## config.mk

```make
export PLATFORM = sky130hd
export DESIGN_NAME = sys_rst_top
export DESIGN_NICKNAME = d
export VERILOG_FILES = /design/src/verilog/lb_pkg.sv /design/src/verilog/rst_pkg.sv /design/src/verilog/lb_decode.sv /design/src/verilog/rst_cntrl.sv /design/src/verilog/rst_sync_bank.sv /design/src/verilog/lb_rsp_mux.sv /design/src/verilog/sys_rst_top.sv
export SDC_FILE = /design/constraint.sdc
export NUM_CORES = 1
export LEC_CHECK = 0
export BUFFER_PORTS_ARGS = -buffer_cell sky130_fd_sc_hd__buf_4
export CAP_MARGIN = 20
export CELL_PAD_IN_SITES_DETAIL_PLACEMENT = 1
export CELL_PAD_IN_SITES_GLOBAL_PLACEMENT = 1
export CORE_MARGIN = 3
export CORE_UTILIZATION = 33
export CTS_CLUSTER_DIAMETER = 50
export CTS_CLUSTER_SIZE = 28
export DETAILED_ROUTE_END_ITERATION = 8
export GPL_TIMING_DRIVEN = 0
export PLACE_DENSITY = 0.8
export SETUP_SLACK_MARGIN = 0.5
export SLEW_MARGIN = 0
export SYNTH_ARGS = -nofsm -noshare
export SYNTH_HDL_FRONTEND = slang
export SYNTH_SLANG_ARGS = --single-unit
```

## constraint.sdc

```tcl
create_clock -name clk -period 1.05 [get_ports clk]
set_input_delay 0.1575 -clock clk [delete_from_list [all_inputs] [get_ports clk]]
set_output_delay 0.1575 -clock clk [all_outputs]
set_load 0.05 [all_outputs]
```

## src/verilog/lb_pkg.sv

```systemverilog
// Local bus definitions shared by every stage of the reset block
// Single clock domain, no byte enables, no error response
// A request is a one-cycle strobe, wr_en and rd_en never high together
// Address splits into a 4-bit block field and an 8-bit register offset
package lb_pkg;

  // Bus widths
  localparam int unsigned LB_DATA_W = 32;
  localparam int unsigned LB_ADDR_W = 12;

  // Address fields, block in bits 11..8, offset in bits 7..0
  localparam int unsigned LB_BLK_W  = 4;
  localparam int unsigned LB_OFS_W  = 8;

  // Raw request as seen on the bus pins
  typedef struct packed {
    logic                 wr_en;
    logic                 rd_en;
    logic [LB_ADDR_W-1:0] addr;
    logic [LB_DATA_W-1:0] wr_data;
  } lb_req_t;

  // Request after the decode stage
  // blk_hit flags the reset block, mapped adds a legal offset and access
  typedef struct packed {
    logic                 wr_en;
    logic                 rd_en;
    logic                 mapped;
    logic                 blk_hit;
    logic [LB_OFS_W-1:0]  ofs;
    logic [LB_DATA_W-1:0] wr_data;
  } lb_dec_t;

  // Response, one valid pulse per strobe
  typedef struct packed {
    logic                 wr_valid;
    logic                 rd_valid;
    logic [LB_DATA_W-1:0] rd_data;
  } lb_rsp_t;

endpackage

```

## src/verilog/rst_pkg.sv

```systemverilog
// Reset controller sizes and register map
// NUM_RESETS may be set from 1 to 32, nothing else here should change
// Control bit at 1 releases the block, at 0 holds it in reset
// SET and CLR are write only, STATUS is read only
package rst_pkg;

  // Number of downstream reset outputs
  localparam int unsigned NUM_RESETS = 4;

  // Block number of the reset controller in the address map
  localparam logic [lb_pkg::LB_BLK_W-1:0] RST_BLK = 4'd0;

  // Register offsets within the block
  localparam logic [lb_pkg::LB_OFS_W-1:0] RST_CTRL_OFS = 8'h00;
  localparam logic [lb_pkg::LB_OFS_W-1:0] RST_SET_OFS  = 8'h04;
  localparam logic [lb_pkg::LB_OFS_W-1:0] RST_CLR_OFS  = 8'h08;
  localparam logic [lb_pkg::LB_OFS_W-1:0] RST_STAT_OFS = 8'h0C;

  // Read word for unmapped or write-only locations
  localparam logic [lb_pkg::LB_DATA_W-1:0] DEFAULT_REG_VAL = 32'hDEADBABE;

endpackage

```

## src/verilog/lb_decode.sv

```systemverilog
// First bus stage, registers each strobe and decodes the address
// Only the reset controller block is mapped, all other blocks are holes
// Access type is checked here, so a read of SET counts as unmapped
// One cycle of latency, no back-pressure
module lb_decode (
  input  logic            clk,
  input  logic            rst_n,
  input  lb_pkg::lb_req_t req,
  output lb_pkg::lb_dec_t dec
);

  import lb_pkg::*;
  import rst_pkg::*;

  logic [LB_BLK_W-1:0]  blk;
  logic [LB_OFS_W-1:0]  ofs;
  logic                 blk_hit;
  logic                 ofs_ok;

  // Registered request
  logic                 wr_q;
  logic                 rd_q;
  logic                 mapped_q;
  logic                 blk_hit_q;
  logic [LB_OFS_W-1:0]  ofs_q;
  logic [LB_DATA_W-1:0] wr_data_q;

  // Address split
  assign blk     = req.addr[LB_ADDR_W-1 -: LB_BLK_W];
  assign ofs     = req.addr[LB_OFS_W-1:0];
  assign blk_hit = (blk == RST_BLK);

  // Legal offset and access kind
  always_comb
  begin
    case (ofs)
      RST_CTRL_OFS: ofs_ok = 1'b1;
      RST_SET_OFS:  ofs_ok = req.wr_en;
      RST_CLR_OFS:  ofs_ok = req.wr_en;
      RST_STAT_OFS: ofs_ok = req.rd_en;
      default:      ofs_ok = 1'b0;
    endcase
  end

  // Strobes and qualifiers
  always_ff @(posedge clk or negedge rst_n)
  begin
    if (!rst_n)
    begin
      wr_q      <= 1'b0;
      rd_q      <= 1'b0;
      mapped_q  <= 1'b0;
      blk_hit_q <= 1'b0;
    end
    else
    begin
      wr_q      <= req.wr_en;
      rd_q      <= req.rd_en;
      mapped_q  <= blk_hit & ofs_ok;
      blk_hit_q <= blk_hit;
    end
  end

  // Payload, only meaningful with a strobe
  always_ff @(posedge clk)
  begin
    ofs_q     <= ofs;
    wr_data_q <= req.wr_data;
  end

  assign dec = '{wr_en: wr_q, rd_en: rd_q, mapped: mapped_q, blk_hit: blk_hit_q,
                 ofs: ofs_q, wr_data: wr_data_q};

endmodule

```

## src/verilog/rst_cntrl.sv

```systemverilog
// Reset control registers, CTRL, SET, CLR and STATUS
// Raw reset bits are active low and all held in reset after rst_n
// Valid pulses for every strobe aimed at this block, mapped or not
// Unmapped offsets are answered by the result stage, not here
// rd_data is only updated on a mapped read
module rst_cntrl (
  input  logic                           clk,
  input  logic                           rst_n,
  input  lb_pkg::lb_dec_t                dec,
  input  logic [rst_pkg::NUM_RESETS-1:0] blk_rst_n,
  output lb_pkg::lb_rsp_t                rsp,
  output logic [rst_pkg::NUM_RESETS-1:0] rst_raw_n
);

  import lb_pkg::*;
  import rst_pkg::*;

  logic [NUM_RESETS-1:0] ctrl_q;
  logic [NUM_RESETS-1:0] wr_bits;
  logic [LB_DATA_W-1:0]  ctrl_ext;
  logic [LB_DATA_W-1:0]  stat_ext;
  logic                  wr_valid_q;
  logic                  rd_valid_q;
  logic [LB_DATA_W-1:0]  rd_data_q;

  assign wr_bits = dec.wr_data[NUM_RESETS-1:0];

  // Zero extension, also safe at NUM_RESETS of 32
  always_comb
  begin
    ctrl_ext = '0;
    stat_ext = '0;
    ctrl_ext[NUM_RESETS-1:0] = ctrl_q;
    stat_ext[NUM_RESETS-1:0] = blk_rst_n;
  end

  // Control vector and valid pulses
  always_ff @(posedge clk or negedge rst_n)
  begin
    if (!rst_n)
    begin
      ctrl_q     <= '0;
      wr_valid_q <= 1'b0;
      rd_valid_q <= 1'b0;
    end
    else
    begin
      if (dec.wr_en && dec.mapped)
      begin
        case (dec.ofs)
          RST_CTRL_OFS: ctrl_q <= wr_bits;
          RST_SET_OFS:  ctrl_q <= ctrl_q | wr_bits;
          RST_CLR_OFS:  ctrl_q <= ctrl_q & ~wr_bits;
          default:      ctrl_q <= ctrl_q;
        endcase
      end
      wr_valid_q <= dec.wr_en & dec.blk_hit;
      rd_valid_q <= dec.rd_en & dec.blk_hit;
    end
  end

  // Read data, status reflects the synchronized outputs
  always_ff @(posedge clk)
  begin
    if (dec.rd_en && dec.mapped)
    begin
      case (dec.ofs)
        RST_CTRL_OFS: rd_data_q <= ctrl_ext;
        RST_STAT_OFS: rd_data_q <= stat_ext;
        default:      rd_data_q <= DEFAULT_REG_VAL;
      endcase
    end
  end

  assign rsp = '{wr_valid: wr_valid_q, rd_valid: rd_valid_q, rd_data: rd_data_q};

  // Raw resets follow the control vector directly
  assign rst_raw_n = ctrl_q;

endmodule

```

## src/verilog/rst_sync_bank.sv

```systemverilog
// Per-block reset synchronizers on the single clk domain
// Assert is immediate, from rst_n or a low raw bit
// Deassert takes two clk edges after both are high
module rst_sync_bank (
  input  logic                           clk,
  input  logic                           rst_n,
  input  logic [rst_pkg::NUM_RESETS-1:0] rst_raw_n,
  output logic [rst_pkg::NUM_RESETS-1:0] blk_rst_n
);

  import rst_pkg::*;

  for (genvar i = 0; i < NUM_RESETS; i++)
  begin : g_sync
    logic       clr_n;
    logic [1:0] sync_q;

    // Either source holds this block in reset
    assign clr_n = rst_n & rst_raw_n[i];

    // Chain fills with 1s once the clear is gone
    always_ff @(posedge clk or negedge clr_n)
    begin
      if (!clr_n)
      begin
        sync_q <= 2'b00;
      end
      else
      begin
        sync_q <= {sync_q[0], 1'b1};
      end
    end

    // Low while clr_n is low, thanks to the async clear
    assign blk_rst_n[i] = sync_q[1];
  end

endmodule

```

## src/verilog/lb_rsp_mux.sv

```systemverilog
// Result stage, merges the reset block response with the default answer
// Unmapped strobes get a valid pulse here, reads return DEFAULT_REG_VAL
// Output is registered, rd_data holds between reads
module lb_rsp_mux (
  input  logic            clk,
  input  logic            rst_n,
  input  lb_pkg::lb_dec_t dec,
  input  lb_pkg::lb_rsp_t rsp_in,
  output lb_pkg::lb_rsp_t rsp
);

  import lb_pkg::*;
  import rst_pkg::*;

  // Decoded strobe delayed to line up with rsp_in
  logic                 dly_wr;
  logic                 dly_rd;
  logic                 dly_mapped;
  logic                 dly_unmapped;

  logic                 wr_valid_q;
  logic                 rd_valid_q;
  logic [LB_DATA_W-1:0] rd_data_q;

  assign dly_unmapped = (dly_wr | dly_rd) & ~dly_mapped;

  always_ff @(posedge clk or negedge rst_n)
  begin
    if (!rst_n)
    begin
      dly_wr     <= 1'b0;
      dly_rd     <= 1'b0;
      dly_mapped <= 1'b0;
      wr_valid_q <= 1'b0;
      rd_valid_q <= 1'b0;
      rd_data_q  <= '0;
    end
    else
    begin
      dly_wr     <= dec.wr_en;
      dly_rd     <= dec.rd_en;
      dly_mapped <= dec.mapped;

      if (dly_unmapped)
      begin
        // Default answer overrides any blk_hit response
        wr_valid_q <= dly_wr;
        rd_valid_q <= dly_rd;
        if (dly_rd)
        begin
          rd_data_q <= DEFAULT_REG_VAL;
        end
      end
      else
      begin
        wr_valid_q <= rsp_in.wr_valid;
        rd_valid_q <= rsp_in.rd_valid;
        if (rsp_in.rd_valid)
        begin
          rd_data_q <= rsp_in.rd_data;
        end
      end
    end
  end

  assign rsp = '{wr_valid: wr_valid_q, rd_valid: rd_valid_q, rd_data: rd_data_q};

endmodule

```

## src/verilog/sys_rst_top.sv

```systemverilog
// Software reset subsystem, local bus in, per-block resets out
// Fixed bus latency of 3 cycles, up to 3 requests in flight
// Only block 0 is mapped, everything else reads DEFAULT_REG_VAL
// Released resets reach blk_rst_n two edges after the raw bit
module sys_rst_top (
  input  logic                           clk,
  input  logic                           rst_n,
  input  logic                           lb_wr_en,
  input  logic                           lb_rd_en,
  input  logic [lb_pkg::LB_ADDR_W-1:0]   lb_addr,
  input  logic [lb_pkg::LB_DATA_W-1:0]   lb_wr_data,
  output logic                           lb_wr_valid,
  output logic                           lb_rd_valid,
  output logic [lb_pkg::LB_DATA_W-1:0]   lb_rd_data,
  output logic [rst_pkg::NUM_RESETS-1:0] blk_rst_n
);

  import lb_pkg::*;
  import rst_pkg::*;

  lb_req_t               bus_req;
  lb_dec_t               bus_dec;
  lb_rsp_t               cntrl_rsp;
  lb_rsp_t               bus_rsp;
  logic [NUM_RESETS-1:0] rst_raw_n;

  // Pins into the request struct
  assign bus_req = '{wr_en: lb_wr_en, rd_en: lb_rd_en, addr: lb_addr, wr_data: lb_wr_data};

  lb_decode u_lb_decode (
    .clk   (clk),
    .rst_n (rst_n),
    .req   (bus_req),
    .dec   (bus_dec)
  );

  rst_cntrl u_rst_cntrl (
    .clk       (clk),
    .rst_n     (rst_n),
    .dec       (bus_dec),
    .blk_rst_n (blk_rst_n),
    .rsp       (cntrl_rsp),
    .rst_raw_n (rst_raw_n)
  );

  rst_sync_bank u_rst_sync_bank (
    .clk       (clk),
    .rst_n     (rst_n),
    .rst_raw_n (rst_raw_n),
    .blk_rst_n (blk_rst_n)
  );

  lb_rsp_mux u_lb_rsp_mux (
    .clk    (clk),
    .rst_n  (rst_n),
    .dec    (bus_dec),
    .rsp_in (cntrl_rsp),
    .rsp    (bus_rsp)
  );

  // Response struct back onto the pins
  assign lb_wr_valid = bus_rsp.wr_valid;
  assign lb_rd_valid = bus_rsp.rd_valid;
  assign lb_rd_data  = bus_rsp.rd_data;

endmodule

```

Yosys cells after proc, flatten, opt, wreduce, memory -nomap -nowiden
Cells that the tools add are included.
Word-level totals
  input bits: 48
  register bits: 99
  logic and storage cells: 58
Operators by class
  equal/unequal tests: 7
  reductions and logical operators: 10
  multiplexer cells: 8
  bitwise operators: 13
Operators with widths (number)
  $mux W32: 3
  $pmux W32 S2: 1
  $eq A8 B4 Y1 const B: 4
  $eq A8 B3 Y1 const B: 2
  $logic_not A8 Y1: 2
  $pmux W4 S3: 1
  $and A1 B1 Y1: 8
  $and A4 B4 Y4: 1
  $logic_not A4 Y1: 1
  $not A4 Y4: 1
  $or A4 B4 Y4: 1
  $reduce_and A2 Y1: 2
  $pmux W1 S3: 1
  $reduce_bool A3 Y1: 1
  $logic_and A1 B1 Y1: 2
  $mux W1: 2
  $ne A2 B1 Y1 const B: 1
  $reduce_bool A2 Y1: 1
  $reduce_or A2 Y1: 1
  $not A1 Y1: 1
  $or A1 B1 Y1: 1

Logic depth before layout (Yosys ltp)
  depth after elaboration: 4
  gate-level depth with buffers: 3
  depth with buffers taken out: 3

Cells and area by module
A second synthesis with hierarchy kept.
Unflattened totals
  cell total of the unflattened synthesis: 303
  area total of the unflattened synthesis: 3703.6 sq um
Modules (own cells, without submodules)
  lb_rsp_mux: area an instance 1682.9 sq um, instances 1, cells each 150, seq. area each 925.9 sq um
  lb_decode: area an instance 997.2 sq um, instances 1, cells each 55, seq. area each 900.9 sq um
  rst_cntrl: area an instance 764.5 sq um, instances 1, cells each 81, seq. area each 300.3 sq um
  rst_sync_bank: area an instance 259.0 sq um, instances 1, cells each 17, seq. area each 200.2 sq um

Worst setup path after synthesis
Ideal clock, no wire load.
  kind: reg2reg
  start: register u_lb_decode.ofs_q[7]
  end: register u_rst_cntrl.ctrl_q[0], in the netlist u_rst_cntrl.rst_raw_n[0]
  required time: 0.929 ns
  arrival: 1.498 ns
  slack: -0.569 ns
  cell stages (with the launch flop): 4
  buffers on the path: 0
  path through: dfxtp_1 -> or4_4 -> or4_1 -> a22o_1
Between the ends
  longest elaborated chain between the ends: 3
RTL lines
  start, declared: line lb_decode.sv:25  | logic [LB_OFS_W-1:0] ofs_q;
  start signal, assigned: line lb_decode.sv:67  | ofs_q <= ofs;
  $eq A8 B3 Y1, or another cell as far along: line rst_cntrl.sv:50  | case (dec.ofs)
  $reduce_bool A3 Y1 (no line)
  $reduce_and A2 Y1 (no line)
  end signal, assigned: line rst_cntrl.sv:51  | RST_CTRL_OFS: ctrl_q <= wr_bits;
  end signal, assigned: line rst_cntrl.sv:52  | RST_SET_OFS: ctrl_q <= ctrl_q | wr_bits;
  end signal, assigned: line rst_cntrl.sv:53  | RST_CLR_OFS: ctrl_q <= ctrl_q & ~wr_bits;
  end, declared: line rst_cntrl.sv:18  | logic [NUM_RESETS-1:0] ctrl_q;
Several ways; a longest one is shown, not always the timed one.
A chain may end at the register's enable or synchronous reset.

Final worst setup path
  start: register u_lb_decode.mapped_q
  end: register u_rst_cntrl.ctrl_q[1], in the netlist u_rst_cntrl.rst_raw_n[1]
Between the ends
  longest elaborated chain between the ends: 2
RTL lines
  start, declared: line lb_decode.sv:23  | logic mapped_q;
  start signal, assigned: line lb_decode.sv:59  | mapped_q <= blk_hit & ofs_ok;
  $logic_and A1 B1 Y1: line rst_cntrl.sv:48  | if (dec.wr_en && dec.mapped)
  $reduce_and A2 Y1 (no line)
Every way passes these cells.

==> impl_metrics.tcl <==
set metrics [dict create \
    crit_fanout 5 \
    synthToLayoutAreaGrowth_pct 74.7 \
    static-leakage-power_nw 1.39 \
    grt_antenna_before_repair 0 \
    io_buffers 48 \
    cts-root-to-sink-buffers 2 \
    fillers 497 \
    worst-setup-path-type "reg -> reg" \
    post_synth_num_cell_types 28 \
    die_area_mm2 0.00616 \
    final_core_util_pct 61.7 \
    dp_hpwl_um 2830 \
    critPathLaunchType "register" \
    ios 86 \
    fin_hold_ws_ns -0.254 \
    crit_path_max_incr_delay_ns 0.58 \
    achievable-frequency_mhz 571 \
    num_rows 25 \
    number_of_remaining_drc_errors 0 \
    synth.yosys.seq_area_share_pct 62.9 \
    cts_tree "yes" \
    grt_first_pass_wirelength_um 7370 \
    vdd_ir_drop_max_mv 0.788 \
    final.period_utilization_pct 167 \
    grt_overflow 0 \
    detail_route.wl_per_cell_um 15.6 \
    syn_area_per_cell_um2 12.1 \
    ys_top_cells_by_area "sky130_fd_sc_hd__dfrtp_1 40%, sky130_fd_sc_hd__dfxtp_1 14%, sky130_fd_sc_hd__buf_4 13%" \
    worst_slew_pin_slew_ns 0.507 \
    slew_viol_final 0 \
    fin_crit_ns 1.75 \
    cp_slowest_cell "sky130_fd_sc_hd__or4bb_4" \
    antenna_left 0 \
    multiInputGateArea_um2 574 \
    htree_levels 2 \
    maxSlewHeadroom_pct 66.0 \
    start_util_pct 35.3 \
    critPathBufInv 0 \
    synth_top_area_cell "sky130_fd_sc_hd__dfrtp_1" \
    groute.usage.overall_pct 15.4 \
    routed_via_density 4.43 \
    timing.critical_path.cells "or4bb_4 -> or4_4 -> a22o_1" \
    placed_cell_area_mm2 0.00242 \
    timing.final.setup_violations 32 \
    result_of_the_run "finished with violations" \
    worst-endpoint-arrival_ns 1.93 \
    synth.cell_area_mm2 0.00174 \
    mostFrequentLayoutCell "sky130_fd_sc_hd__buf_4" \
    detailroute.via_count 1324 \
    hold_path_class "in -> async" \
    cell_area_after_layout_mm2 0.00303 \
    floorplan.die.height_um 78.5 \
    gp_congestion 0.664 \
    finish.net_count 279 \
    core_region_area_mm2 0.00491 \
    cts_num_sinks 45 \
    mostFrequentLayoutCells "38 x sky130_fd_sc_hd__buf_4, 37 x sky130_fd_sc_hd__buf_8, 21 x sky130_fd_sc_hd__dfrtp_1, 20 x sky130_fd_sc_hd__buf_6, 13 x sky130_fd_sc_hd__conb_1" \
    worstPathRequired_ns 1.23 \
    clock-skew-final_ns 0.00376 \
    num_antenna_cells 0 \
    cts_root_buf "sky130_fd_sc_hd__clkbuf_8" \
    power_density_mw_per_mm2 1130 \
    worstSkewPairLatency_ns 0.29 \
    setup.reg_to_reg.worst_slack_ns -0.70 \
    die_x_extent_um 78.5 \
    rsz0062_at_grt "true" \
    failing_checks "hold timing, setup timing" \
    end_kind "register" \
    synthesis.yosys.warnings 0 \
    report.final.hold_viol_count 33 \
    layout_setup_ws_ns -0.700 \
    wirelength_um 4670 \
    clkSlewWorstSetupHoldPaths_ns 0.08 \
    netlist.area_leader.share_pct 40.4 \
    max_cap_viol_count 0 \
    largest_net_degree_at_the_start_of_global_routing 25 \
    synth_instances 144 \
    seqCellArea_mm2 0.00110 \
    cts_buffers 5 \
    synth_seq_cells 45 \
    detail_route.iter0.violations 35 \
    final_layout_size_suffix_gt1_share_pct 61.6 \
    worst_path_dominant_cell_family "simple AND/OR/NAND/NOR gates" \
    number_of_global_route_vias_before_repair 1495 \
    first_pass_iters 3 \
]
## cells in the mapped netlist
master and number:
sky130_fd_sc_hd__or4_4 1, sky130_fd_sc_hd__and2_1 7, sky130_fd_sc_hd__a21boi_0 2, sky130_fd_sc_hd__or2_2 1
sky130_fd_sc_hd__nor3_1 2, sky130_fd_sc_hd__nor2b_1 2, sky130_fd_sc_hd__o22ai_1 3, sky130_fd_sc_hd__o21ai_0 7
sky130_fd_sc_hd__nand2b_1 2, sky130_fd_sc_hd__a22o_1 3, sky130_fd_sc_hd__nand2_1 7, sky130_fd_sc_hd__or4_1 3
sky130_fd_sc_hd__and2b_2 3, sky130_fd_sc_hd__nand3_1 11, sky130_fd_sc_hd__edfxtp_1 5, sky130_fd_sc_hd__mux2i_1 1
sky130_fd_sc_hd__a211oi_1 1, sky130_fd_sc_hd__dfrtp_1 28, sky130_fd_sc_hd__nor4_1 2, sky130_fd_sc_hd__inv_1 2
sky130_fd_sc_hd__dfxtp_1 12, sky130_fd_sc_hd__or4bb_1 1, sky130_fd_sc_hd__nor3b_1 1, sky130_fd_sc_hd__o41ai_1 1
sky130_fd_sc_hd__buf_4 31, sky130_fd_sc_hd__a21bo_2 1, sky130_fd_sc_hd__conb_1 2, sky130_fd_sc_hd__nor2_1 2
## metrics by stage
stage | hold WS [ns] | setup TNS [ns] | instances | setup slack (ns) | power (mW)
after floorplan | -0.138 | -5.25 | 155 | -0.567 | 2.15
after global placement | 0.0626 | -7.69 | 270 | -0.675 | 2.28
after detailed placement | 0.0642 | -8.19 | 270 | -0.731 | 2.29
after CTS | -0.252 | -12.70 | 293 | -0.702 | 3.42
after global routing | -0.249 | -14.59 | 299 | -0.741 | 3.56
final | -0.254 | -13.08 | 299 | -0.700 | 3.43
## worst register-to-register path: stages, from the launching register on
cell                      delay (ns)
sky130_fd_sc_hd__dfrtp_1        0.36
sky130_fd_sc_hd__or4bb_4        0.58
sky130_fd_sc_hd__or4_4          0.51
sky130_fd_sc_hd__a22o_1         0.19
## registers in the layout, indices dropped and copies added (netlist names)
name	count
u_rst_cntrl.wr_valid_q	1
u_rst_cntrl.rst_raw_n	4
u_lb_rsp_mux.dly_wr	1
u_lb_decode.mapped_q	1
u_lb_rsp_mux.rd_data_q	5
u_lb_rsp_mux.wr_valid_q	1
u_lb_decode.wr_data_q	4
u_rst_sync_bank.g_sync.sync_q	8
u_lb_decode.blk_hit_q	1
u_lb_decode.wr_q	1
u_lb_rsp_mux.dly_mapped	1
u_lb_decode.rd_q	1
u_lb_rsp_mux.rd_valid_q	1
u_rst_cntrl.rd_valid_q	1
u_rst_cntrl.rd_data_q	5
u_lb_decode.ofs_q	8
u_lb_rsp_mux.dly_rd	1
## logic make-up after synthesis
family	Yosys count	share of synthesized area, %
compound gates	18	6.99
buf+inv	33	13.8
flops	45	62.9
mux	1	0.577
other cells	2	0.433
simple gates	45	15.3
## what timing repair did
| item | 4_1_cts | 5_1_grt |
|---|---|---|
| resized for setup | 69 | 22 |
| gates cloned | 1 | 0 |
| buffers inserted | 14 | 6 |
| setup endpoints to repair | 53 | 53 |
| endpoints found under the hold margin | 34 | 34 |
| pin swaps | 7 | 4 |
## area by class of cell
type | instances | area share (%)
clock buffer | 8 | 2.97
inverter | 2 | 0.248
timing repair buffer | 69 | 26.3
buffer | 31 | 12.4
tap | 67 | 2.77
sequential | 45 | 36.4
multi-input combinational | 77 | 18.9
## power breakdown
part,switching (mW),leakage [nW],internal (mW),total (mW)
Sequential,0.0407,0.503,1.81,1.85
Combinational,0.276,0.843,0.224,0.500
Clock,0.543,0.0455,0.537,1.08
## worst paths after layout
path                                     startpoint                             endpoint  cells after the start
setup / recovery               u_lb_decode.mapped_q             u_rst_cntrl.rst_raw_n[1]                      3
min in group clk                      lb_wr_data[0]             u_lb_decode.wr_data_q[0]                      1
max in group asynchronous  u_rst_cntrl.rst_raw_n[2]  u_rst_sync_bank.g_sync[2].sync_q[1]                      1
setup reg to reg               u_lb_decode.mapped_q             u_rst_cntrl.rst_raw_n[1]                      3
hold / removal                                rst_n             u_rst_cntrl.rst_raw_n[2]                      1
hold reg to reg            u_rst_cntrl.rst_raw_n[0]  u_rst_sync_bank.g_sync[0].sync_q[1]                      1
## metal layers
metal  share of wire, %  up-vias  track usage, %  wire (um)
li1                   -      622               -          -
met1                 36      645            15.8       1700
met2                 58       55            30.6       2690
met3                5.5        2            4.59        258
met4               0.39        0            2.62         18
met5                  0        -               0          0
Power figures use the tool's default switching activity.
